$ cat src/include/cu_consts.svh
// Copy compute unit constants
// Bus widths, cache line geometry and data queue depth

`ifndef CU_CONSTS_SVH
`define CU_CONSTS_SVH

// Byte address width
`define CU_ADDR_BITS 64

// Line count and line index width
`define CU_COUNT_BITS 32

// One data word per cache line
`define CU_DATA_BITS 64

// Line i of an array sits at base + i * CU_LINE_BYTES
`define CU_LINE_BYTES 128

// Configure, status and return words
`define CU_CONFIG_BITS 64

// Data queue entries, also the read credit limit
`define CU_QUEUE_DEPTH 8

`endif

$ cat src/source/cu_pkg.sv
// Copy compute unit types
// Descriptor, command, data and response lines plus opcode and state enums

`include "cu_consts.svh"

package cu_pkg;

	// Command opcodes
	typedef enum logic [1:0] {
		CMD_INVALID = 2'd0,
		CMD_READ    = 2'd1,
		CMD_WRITE   = 2'd2
	} cu_command_e;

	// Engine sequencing
	typedef enum logic [1:0] {
		ENG_IDLE  = 2'd0,
		ENG_ISSUE = 2'd1,
		ENG_DONE  = 2'd2
	} cu_engine_state_e;

	// Work descriptor, 193 bits
	typedef struct packed {
		logic                      valid;
		logic [`CU_ADDR_BITS-1:0]  array_send;
		logic [`CU_COUNT_BITS-1:0] size_send;
		logic [`CU_ADDR_BITS-1:0]  array_receive;
		logic [`CU_COUNT_BITS-1:0] size_receive;
	} cu_wed_t;

	// Command line, tag is the line index
	typedef struct packed {
		logic                      valid;
		cu_command_e               command;
		logic [`CU_ADDR_BITS-1:0]  address;
		logic [`CU_COUNT_BITS-1:0] tag;
		logic [`CU_DATA_BITS-1:0]  data;
	} cu_command_t;

	// Read data coming back, tagged with its line index
	typedef struct packed {
		logic                      valid;
		logic [`CU_COUNT_BITS-1:0] tag;
		logic [`CU_DATA_BITS-1:0]  data;
	} cu_data_line_t;

	typedef struct packed {
		logic                      valid;
		logic [`CU_COUNT_BITS-1:0] tag;
	} cu_response_t;

	// Address of one line inside an array
	function automatic logic [`CU_ADDR_BITS-1:0] line_address(
		input logic [`CU_ADDR_BITS-1:0]  base,
		input logic [`CU_COUNT_BITS-1:0] index
	);
		return base + (`CU_ADDR_BITS'(index) * `CU_ADDR_BITS'(`CU_LINE_BYTES));
	endfunction

endpackage

$ cat src/source/cu_job_control.sv
// Job control for the copy compute unit
// Registers the enable, latches the inputs, holds the configure word
// and reports ready, done, status and return

`include "cu_consts.svh"

module cu_job_control (
	input  logic                       clock,
	input  logic                       rstn,
	input  logic                       enabled_in,
	input  cu_pkg::cu_wed_t            wed_request_in,
	input  logic [`CU_CONFIG_BITS-1:0] configure,
	input  cu_pkg::cu_data_line_t      read_data_in,
	input  cu_pkg::cu_response_t       write_response_in,
	input  logic [`CU_COUNT_BITS-1:0]  read_count,
	input  logic [`CU_COUNT_BITS-1:0]  write_count,
	output cu_pkg::cu_wed_t            wed_latched,
	output cu_pkg::cu_data_line_t      read_data_latched,
	output cu_pkg::cu_response_t       write_response_latched,
	output logic                       enabled,
	output logic                       engine_enable,
	output logic [`CU_CONFIG_BITS-1:0] cu_return,
	output logic [`CU_CONFIG_BITS-1:0] cu_status,
	output logic                       cu_done
);

	logic [`CU_CONFIG_BITS-1:0] configure_held;
	logic [`CU_CONFIG_BITS-1:0] return_next;
	logic                       ready;
	logic                       done_algorithm;

	////////////////////
	// Enable
	////////////////////

	always_ff @(posedge clock or negedge rstn) begin
		if (!rstn) begin
			enabled       <= 1'b0;
			engine_enable <= 1'b0;
		end else begin
			enabled <= enabled_in;
			if (enabled) begin
				engine_enable <= ready;
			end
		end
	end

	////////////////////
	// Input latching
	////////////////////

	always_ff @(posedge clock or negedge rstn) begin
		if (!rstn) begin
			wed_latched            <= '0;
			read_data_latched      <= '0;
			write_response_latched <= '0;
			configure_held         <= '0;
		end else if (enabled) begin
			wed_latched            <= wed_request_in;
			read_data_latched      <= read_data_in;
			write_response_latched <= write_response_in;
			// Configure sticks once it turns nonzero
			if (|configure) begin
				configure_held <= configure;
			end
		end else begin
			// Strobes must not repeat while frozen
			read_data_latched.valid      <= 1'b0;
			write_response_latched.valid <= 1'b0;
		end
	end

	////////////////////
	// Ready and done
	////////////////////

	assign ready = (|configure_held) && wed_latched.valid;

	assign done_algorithm = wed_latched.valid &&
		(wed_latched.size_send == read_count) &&
		(wed_latched.size_receive == write_count);

	assign return_next = wed_latched.valid ? `CU_CONFIG_BITS'(write_count) : '0;

	always_ff @(posedge clock or negedge rstn) begin
		if (!rstn) begin
			cu_return <= '0;
			cu_status <= '0;
			cu_done   <= 1'b0;
		end else if (enabled) begin
			cu_return <= return_next;
			cu_status <= `CU_CONFIG_BITS'(ready);
			cu_done   <= done_algorithm;
		end
	end

	// Done may only rise while the job is still latched
	assert property (@(posedge clock) disable iff (!rstn)
		$rose(cu_done) |-> wed_latched.valid);

endmodule

$ cat src/source/cu_read_engine.sv
// Read engine
// Walks the source array issuing one read per line and forwards returned data
// to the data queue, limited by queue credits and the read buffer full level

`include "cu_consts.svh"

module cu_read_engine (
	input  logic                      clock,
	input  logic                      rstn,
	input  logic                      engine_enable,
	input  logic                      enabled,
	input  cu_pkg::cu_wed_t           wed,
	input  cu_pkg::cu_data_line_t     read_data_in,
	input  logic                      read_buffer_full,
	input  logic                      queue_pop,
	output cu_pkg::cu_command_t       read_command,
	output cu_pkg::cu_data_line_t     queue_push,
	output logic [`CU_COUNT_BITS-1:0] read_count
);

	localparam int CREDIT_BITS = $clog2(`CU_QUEUE_DEPTH) + 1;

	cu_pkg::cu_engine_state_e  state;
	cu_pkg::cu_command_t       command_next;
	logic [`CU_COUNT_BITS-1:0] line_index;
	logic [CREDIT_BITS-1:0]    outstanding;
	logic                      credit_ok;
	logic                      issue;
	logic                      last_line;

	// Lines issued but not yet popped from the queue
	assign credit_ok = outstanding < CREDIT_BITS'(`CU_QUEUE_DEPTH);
	assign issue     = (state == cu_pkg::ENG_ISSUE) && enabled && engine_enable &&
		!read_buffer_full && credit_ok;
	assign last_line = (line_index + `CU_COUNT_BITS'(1)) == wed.size_send;

	always_comb begin
		command_next         = '0;
		command_next.valid   = issue;
		command_next.command = issue ? cu_pkg::CMD_READ : cu_pkg::CMD_INVALID;
		command_next.address = cu_pkg::line_address(wed.array_send, line_index);
		command_next.tag     = line_index;
	end

	////////////////////
	// Line walk
	////////////////////

	always_ff @(posedge clock or negedge rstn) begin
		if (!rstn) begin
			state      <= cu_pkg::ENG_IDLE;
			line_index <= '0;
			read_count <= '0;
		end else if (!wed.valid) begin
			state      <= cu_pkg::ENG_IDLE;
			line_index <= '0;
			read_count <= '0;
		end else begin
			case (state)
				cu_pkg::ENG_IDLE: begin
					line_index <= '0;
					read_count <= '0;
					if (engine_enable) begin
						state <= (wed.size_send == '0) ? cu_pkg::ENG_DONE : cu_pkg::ENG_ISSUE;
					end
				end
				cu_pkg::ENG_ISSUE: begin
					if (issue) begin
						line_index <= line_index + `CU_COUNT_BITS'(1);
						if (last_line) begin
							state <= cu_pkg::ENG_DONE;
						end
					end
					read_count <= read_count + `CU_COUNT_BITS'(read_data_in.valid);
				end
				default: begin
					// All reads issued, data may still be on its way
					read_count <= read_count + `CU_COUNT_BITS'(read_data_in.valid);
				end
			endcase
		end
	end

	always_ff @(posedge clock or negedge rstn) begin
		if (!rstn) begin
			outstanding <= '0;
		end else begin
			outstanding <= outstanding + CREDIT_BITS'(issue) - CREDIT_BITS'(queue_pop);
		end
	end

	// Command register follows the enable
	always_ff @(posedge clock or negedge rstn) begin
		if (!rstn) begin
			read_command <= '0;
		end else if (enabled) begin
			read_command <= command_next;
		end else begin
			read_command.valid <= 1'b0;
		end
	end

	assign queue_push = read_data_in;

	// Full level is sampled in the cycle the command is formed
	assert property (@(posedge clock) disable iff (!rstn)
		read_command.valid |-> !$past(read_buffer_full));

endmodule

$ cat src/source/cu_data_queue.sv
// Data queue between the read and write engines
// Circular FIFO of returned data lines waiting to be written

`include "cu_consts.svh"

module cu_data_queue (
	input  logic                  clock,
	input  logic                  rstn,
	input  cu_pkg::cu_data_line_t push,
	input  logic                  pop,
	output cu_pkg::cu_data_line_t head,
	output logic                  empty
);

	localparam int PTR_BITS   = $clog2(`CU_QUEUE_DEPTH);
	localparam int COUNT_BITS = PTR_BITS + 1;

	cu_pkg::cu_data_line_t mem [`CU_QUEUE_DEPTH];
	logic [PTR_BITS-1:0]   wr_ptr;
	logic [PTR_BITS-1:0]   rd_ptr;
	logic [COUNT_BITS-1:0] count;
	logic                  full;

	assign empty = (count == '0);
	assign full  = (count == COUNT_BITS'(`CU_QUEUE_DEPTH));

	// Storage
	always_ff @(posedge clock) begin
		if (push.valid) begin
			mem[wr_ptr] <= push;
		end
	end

	always_ff @(posedge clock or negedge rstn) begin
		if (!rstn) begin
			wr_ptr <= '0;
			rd_ptr <= '0;
			count  <= '0;
		end else begin
			if (push.valid) begin
				wr_ptr <= (wr_ptr == PTR_BITS'(`CU_QUEUE_DEPTH - 1)) ? '0 : wr_ptr + 1'b1;
			end
			if (pop) begin
				rd_ptr <= (rd_ptr == PTR_BITS'(`CU_QUEUE_DEPTH - 1)) ? '0 : rd_ptr + 1'b1;
			end
			count <= count + COUNT_BITS'(push.valid) - COUNT_BITS'(pop);
		end
	end

	always_comb begin
		head       = mem[rd_ptr];
		head.valid = !empty;
	end

	// Read credits keep the queue from overflowing
	assert property (@(posedge clock) disable iff (!rstn) push.valid |-> !full);
	assert property (@(posedge clock) disable iff (!rstn) pop |-> !empty);

endmodule

$ cat src/source/cu_write_engine.sv
// Write engine
// Pops queued data lines and issues one write per line to the destination array,
// then counts the write responses

`include "cu_consts.svh"

module cu_write_engine (
	input  logic                      clock,
	input  logic                      rstn,
	input  logic                      engine_enable,
	input  logic                      enabled,
	input  cu_pkg::cu_wed_t           wed,
	input  cu_pkg::cu_data_line_t     head,
	input  logic                      empty,
	input  logic                      write_buffer_full,
	input  cu_pkg::cu_response_t      write_response_in,
	output logic                      pop,
	output cu_pkg::cu_command_t       write_command,
	output logic [`CU_COUNT_BITS-1:0] write_count
);

	cu_pkg::cu_command_t command_next;

	////////////////////
	// Write issue
	////////////////////

	// Take the head only when it can go out this cycle
	assign pop = enabled && engine_enable && wed.valid && !empty && !write_buffer_full;

	always_comb begin
		command_next         = '0;
		command_next.valid   = pop;
		command_next.command = pop ? cu_pkg::CMD_WRITE : cu_pkg::CMD_INVALID;
		// Destination line keeps the source line index
		command_next.address = cu_pkg::line_address(wed.array_receive, head.tag);
		command_next.tag     = head.tag;
		command_next.data    = head.data;
	end

	always_ff @(posedge clock or negedge rstn) begin
		if (!rstn) begin
			write_command <= '0;
		end else if (enabled) begin
			write_command <= command_next;
		end else begin
			write_command.valid <= 1'b0;
		end
	end

	////////////////////
	// Responses
	////////////////////

	always_ff @(posedge clock or negedge rstn) begin
		if (!rstn) begin
			write_count <= '0;
		end else if (!wed.valid) begin
			write_count <= '0;
		end else if (write_response_in.valid) begin
			write_count <= write_count + `CU_COUNT_BITS'(1);
		end
	end

	assert property (@(posedge clock) disable iff (!rstn)
		write_command.valid |-> !$past(write_buffer_full));

endmodule

$ cat src/source/cu_control.sv
// Copy compute unit top level
// Job control, read engine, data queue and write engine

`include "cu_consts.svh"

module cu_control (
	input  logic                       clock,
	input  logic                       rstn,
	input  logic                       enabled_in,
	input  cu_pkg::cu_wed_t            wed_request,
	input  logic [`CU_CONFIG_BITS-1:0] configure,
	input  cu_pkg::cu_data_line_t      read_data,
	input  cu_pkg::cu_response_t       write_response,
	input  logic                       read_buffer_full,
	input  logic                       write_buffer_full,
	output cu_pkg::cu_command_t        read_command,
	output cu_pkg::cu_command_t        write_command,
	output logic [`CU_CONFIG_BITS-1:0] cu_return,
	output logic [`CU_CONFIG_BITS-1:0] cu_status,
	output logic                       cu_done
);

	cu_pkg::cu_wed_t           wed_latched;
	cu_pkg::cu_data_line_t     read_data_latched;
	cu_pkg::cu_response_t      write_response_latched;
	cu_pkg::cu_data_line_t     queue_push;
	cu_pkg::cu_data_line_t     queue_head;
	logic                      queue_empty;
	logic                      queue_pop;
	logic                      enabled;
	logic                      engine_enable;
	logic [`CU_COUNT_BITS-1:0] read_count;
	logic [`CU_COUNT_BITS-1:0] write_count;

	cu_job_control job_control (
		.clock                 (clock),
		.rstn                  (rstn),
		.enabled_in            (enabled_in),
		.wed_request_in        (wed_request),
		.configure             (configure),
		.read_data_in          (read_data),
		.write_response_in     (write_response),
		.read_count            (read_count),
		.write_count           (write_count),
		.wed_latched           (wed_latched),
		.read_data_latched     (read_data_latched),
		.write_response_latched(write_response_latched),
		.enabled               (enabled),
		.engine_enable         (engine_enable),
		.cu_return             (cu_return),
		.cu_status             (cu_status),
		.cu_done               (cu_done)
	);

	////////////////////
	// Read side
	////////////////////

	cu_read_engine read_engine (
		.clock           (clock),
		.rstn            (rstn),
		.engine_enable   (engine_enable),
		.enabled         (enabled),
		.wed             (wed_latched),
		.read_data_in    (read_data_latched),
		.read_buffer_full(read_buffer_full),
		.queue_pop       (queue_pop),
		.read_command    (read_command),
		.queue_push      (queue_push),
		.read_count      (read_count)
	);

	cu_data_queue data_queue (
		.clock(clock),
		.rstn (rstn),
		.push (queue_push),
		.pop  (queue_pop),
		.head (queue_head),
		.empty(queue_empty)
	);

	////////////////////
	// Write side
	////////////////////

	cu_write_engine write_engine (
		.clock            (clock),
		.rstn             (rstn),
		.engine_enable    (engine_enable),
		.enabled          (enabled),
		.wed              (wed_latched),
		.head             (queue_head),
		.empty            (queue_empty),
		.write_buffer_full(write_buffer_full),
		.write_response_in(write_response_latched),
		.pop              (queue_pop),
		.write_command    (write_command),
		.write_count      (write_count)
	);

endmodule

$ cat config.mk
export PLATFORM = sky130hd
export DESIGN_NAME = cu_control
export DESIGN_NICKNAME = d
export VERILOG_FILES = /design/src/source/cu_pkg.sv /design/src/source/cu_job_control.sv /design/src/source/cu_read_engine.sv /design/src/source/cu_data_queue.sv /design/src/source/cu_write_engine.sv /design/src/source/cu_control.sv
export VERILOG_INCLUDE_DIRS = /design/src /design/src/include
export SDC_FILE = /design/constraint.sdc
export NUM_CORES = 2
export LEC_CHECK = 0
export ABC_AREA = 0
export BUFFER_PORTS_ARGS = -buffer_cell sky130_fd_sc_hd__buf_2
export CORE_MARGIN = 5
export CORE_UTILIZATION = 58
export DETAILED_ROUTE_END_ITERATION = 12
export PLACE_DENSITY_LB_ADDON = 0.12
export SETUP_SLACK_MARGIN = 0.15
export SLEW_MARGIN = 15
export SYNTH_ARGS = -nofsm -noshare
export SYNTH_HDL_FRONTEND = slang
export SYNTH_SLANG_ARGS = --single-unit
$ cat constraint.sdc
create_clock -name clock -period 10.91 [get_ports clock]
set_clock_uncertainty 0.2 [all_clocks]
set_input_delay 1.6365 -clock clock [delete_from_list [all_inputs] [get_ports clock]]
set_output_delay 1.6365 -clock clock [all_outputs]
set_load 0.02 [all_outputs]
==> out/metrics.csv <==
stage;metric;value;unit
grt;grt met2 use;0.441;
place;Post-DP HPWL;110;mm
timing;worst rel slew slack;0.304;
floorplan;Die Y;346;µm
worst_hold_path;hold depth;1;
timing;setup tns final;0;ps
synth;#FFs+latches synth;1530;
power_and_ir_drop;LEAKAGE;29.9;nW
grt;M3 GR Usage;0.0626;
place;placed inst area;69900;µm²
setup_path;crit-path max FO;50;
finish;fill cell count;7985;
timing;Final setup viols;0;
drt;Final ANT Viol Nets;0;
worst_hold_path;Hold Crit Class;flip-flop to flip-flop;
setup_path;WS Path Type;flip-flop to flip-flop;
setup_path;CP arrival;6360;ps
floorplan;core area;112000;µm²
synth;Synth Area per Inst;14.8;µm²
floorplan;DIE AREA;120000;µm²
power_and_ir_drop;pwr/cell area;231;nW/µm²
grt;GRT Util Overall;0.270;
drt;WL/cell;24.4;µm
place;routability cong.;0.919;
clock_network;H-tree depth;4;
drt;drt first pass iters;5;
drt;Vias;38892;
clock_network;Reg clk slew, reported paths;60;ps
clock_network;CTS sink cnt;1530;
clock_network;clock root buffer;clkbuf_16;
synth;yosys warns;0;
floorplan;die width;346;µm
finish;share of layout cells above drive strength 1;0.316;
timing;RSZ-0062 raised after global routing;no;
finish;Final #Nets;5548;
synth;Mapped Area;65600;µm²
synth;post-synthesis instance total;4430;
floorplan;Top-Level Pins;847;
timing;Slew @ Worst Pin;1040;ps
timing;worst setup margin;5010;ps
setup_path;Req. time, crit path;11370;ps
clock_network;Max Root-Sink Buffers;3;
timing;minimum clock period;5900;ps
place;I/O Buffers;653;
synth;fraction of registers with async set or reset after synthesis;0.498;
place;dpl ws;4910;ps
setup_path;Setup crit start kind;flip-flop;
clock_network;Setup Fix Bufs, Post-CTS;0;
drt;final wirelength;164;mm
timing;Max Slew Vio Count;0;
clock_network;CTS resizes;0;
floorplan;initial core utilization;0.583;
floorplan;site row count;123;
finish;most frequent cells in the layout;edfxtp_1, dfrtp_1, buf_2;
run_status;status;finished, final reports clean;
synth;number of synthesized flops with an enable pin;768;
timing;hold_ws;281;ps
grt;total grt overflow;0;
flow_run;max cap viols;0;
timing;final clock period utilization by the worst path;0.541;
grt;GR Util met1;0.354;
synth;ys flop type;edfxtp_1;
setup_path;crit path capture type;flip-flop;
drt;Iter 0 DRT Violations;2866;
finish;Post-Layout Inst Area;75200;µm²
clock_network;CTS buffer count;156;
finish;commonest non-fill, non-tap cell in the layout;edfxtp_1;
grt;global-route wire length before repair;246;mm
grt;antenna violations before repair;28;
clock_network;CTS Hold Buffers Added;0;
clock_network;CTS tree;done;
synth;Cell variety after synth;80;
drt;number of vias per cell;5.78;
clock_network;Worst-Skew Late Latency;770;ps
finish;Area growth syn-to-layout;14.6;%
drt;DR DRC count;0;
grt;largest net degree at the start of global routing;168;
grt;number of global-route vias before repair;39134;
timing;final hold vios;0;
setup_path;Reg2Reg Depth;14;
grt;layer with the highest usage;met2;
timing;FMAX;170;MHz
power_and_ir_drop;maximum VDD drop;0.212;mV
synth;sequential-to-total area share from yosys stat;0.642;
where the power goes:
group / internal (mW) / switching (mW)
registers: 6.82 / 0.495
logic: 1.98 / 2.67
clock network: 3.14 / 2.27
path summary, 6_finish.rpt:
| kind | slack, ps | endpoint | start |
|---|---|---|---|
| max | 5010 | write_engine.write_command[157] | data_queue.rd_ptr[1] |
| min | 280 | write_engine.write_command[161] | write_engine.write_command[161] |
| max reg2reg | 5010 | write_engine.write_command[157] | data_queue.rd_ptr[1] |
| min reg2reg | 280 | write_engine.write_command[161] | write_engine.write_command[161] |
| max in group asynchronous | 7440 | data_queue.rd_ptr[0] | rstn |
| min in group asynchronous | 770 | read_engine.read_command[72] | rstn |
worst max-delay path, cell delays in order (launching register included):
cell and delay [ps]:
dfrtp_4 850, buf_4 710, mux4_2 400, mux2_2 360, ha_1 250, fa_1 420
a21oi_1 190, nor2_1 90, or3_1 390, a31oi_1 350, o21ai_1 210, a31oi_1 410
o22ai_2 410, a31o_2 370, a31oi_1 150
metal layers:
layer / vias up / part of all wire
met5: - / 0.00062
met4: 16 / 0.044
met3: 291 / 0.075
met2: 1242 / 0.49
met1: 19790 / 0.39
li1: 17553 / -
cell usage after synthesis, types with 59 or more instances:
cell type	n	area, µm²
edfxtp_1	768	23100
dfrtp_1	762	19100
mux2_2	469	5280
nor2_1	319	1200
mux4_2	192	4320
clkbuf_1	181	679
a21oi_1	180	901
buf_4	164	1230
xnor2_1	162	1420
nand2_1	149	559
o21ai_0	105	526
ha_1	81	1010
xor2_1	81	709
nand3_1	68	340
mux2i_1	67	671
nand4_1	60	375
a21o_1	59	443
cells by family after synthesis:
logic type | Yosys count | share of synthesized area
other | 1 | 0.0000572
AOI/OAI and AO/OA | 548 | 0.0533
xor gates and xnor gates | 243 | 0.0324
buffers and inverters | 439 | 0.0347
DFF | 1530 | 0.642
muxes | 728 | 0.157
adders and majority gates | 85 | 0.0167
and+or+nand+nor | 856 | 0.0641
layout make-up:
class	instances	area (µm²)	share of cell area
Clock inverter	70	908	0.0121
Sequential cell	1530	42100	0.561
Tap cell	1500	1880	0.0250
Multi-Input combinational cell	2621	21900	0.291
Timing Repair Buffer	704	3720	0.0495
Antenna cell	21	52.6	0.000699
Inverter	58	220	0.00293
Clock buffer	222	4340	0.0578
flip-flops by register name, summed over array words and instances (netlist names), 4 cells and up:
name,flops
write_engine.write_count,32
job_control.read_data_latched,97
read_engine.read_count,32
read_engine.line_index,32
data_queue.count,4
job_control.configure_held,64
write_engine.write_command,162
data_queue.mem,768
read_engine.outstanding,4
read_engine.read_command,98
job_control.cu_return,32
job_control.wed_latched,193
per-stage QoR:
step                      total power, mW   util  cells
after floorplan                      10.6      -   4590
after global placement               12.0  0.621   6413
after detailed placement             12.1  0.621   6413
after CTS                            17.5  0.668   6705
after global routing                 18.2  0.668   6706
final                                17.4  0.668   6726
(Power assumes the default switching activity.)
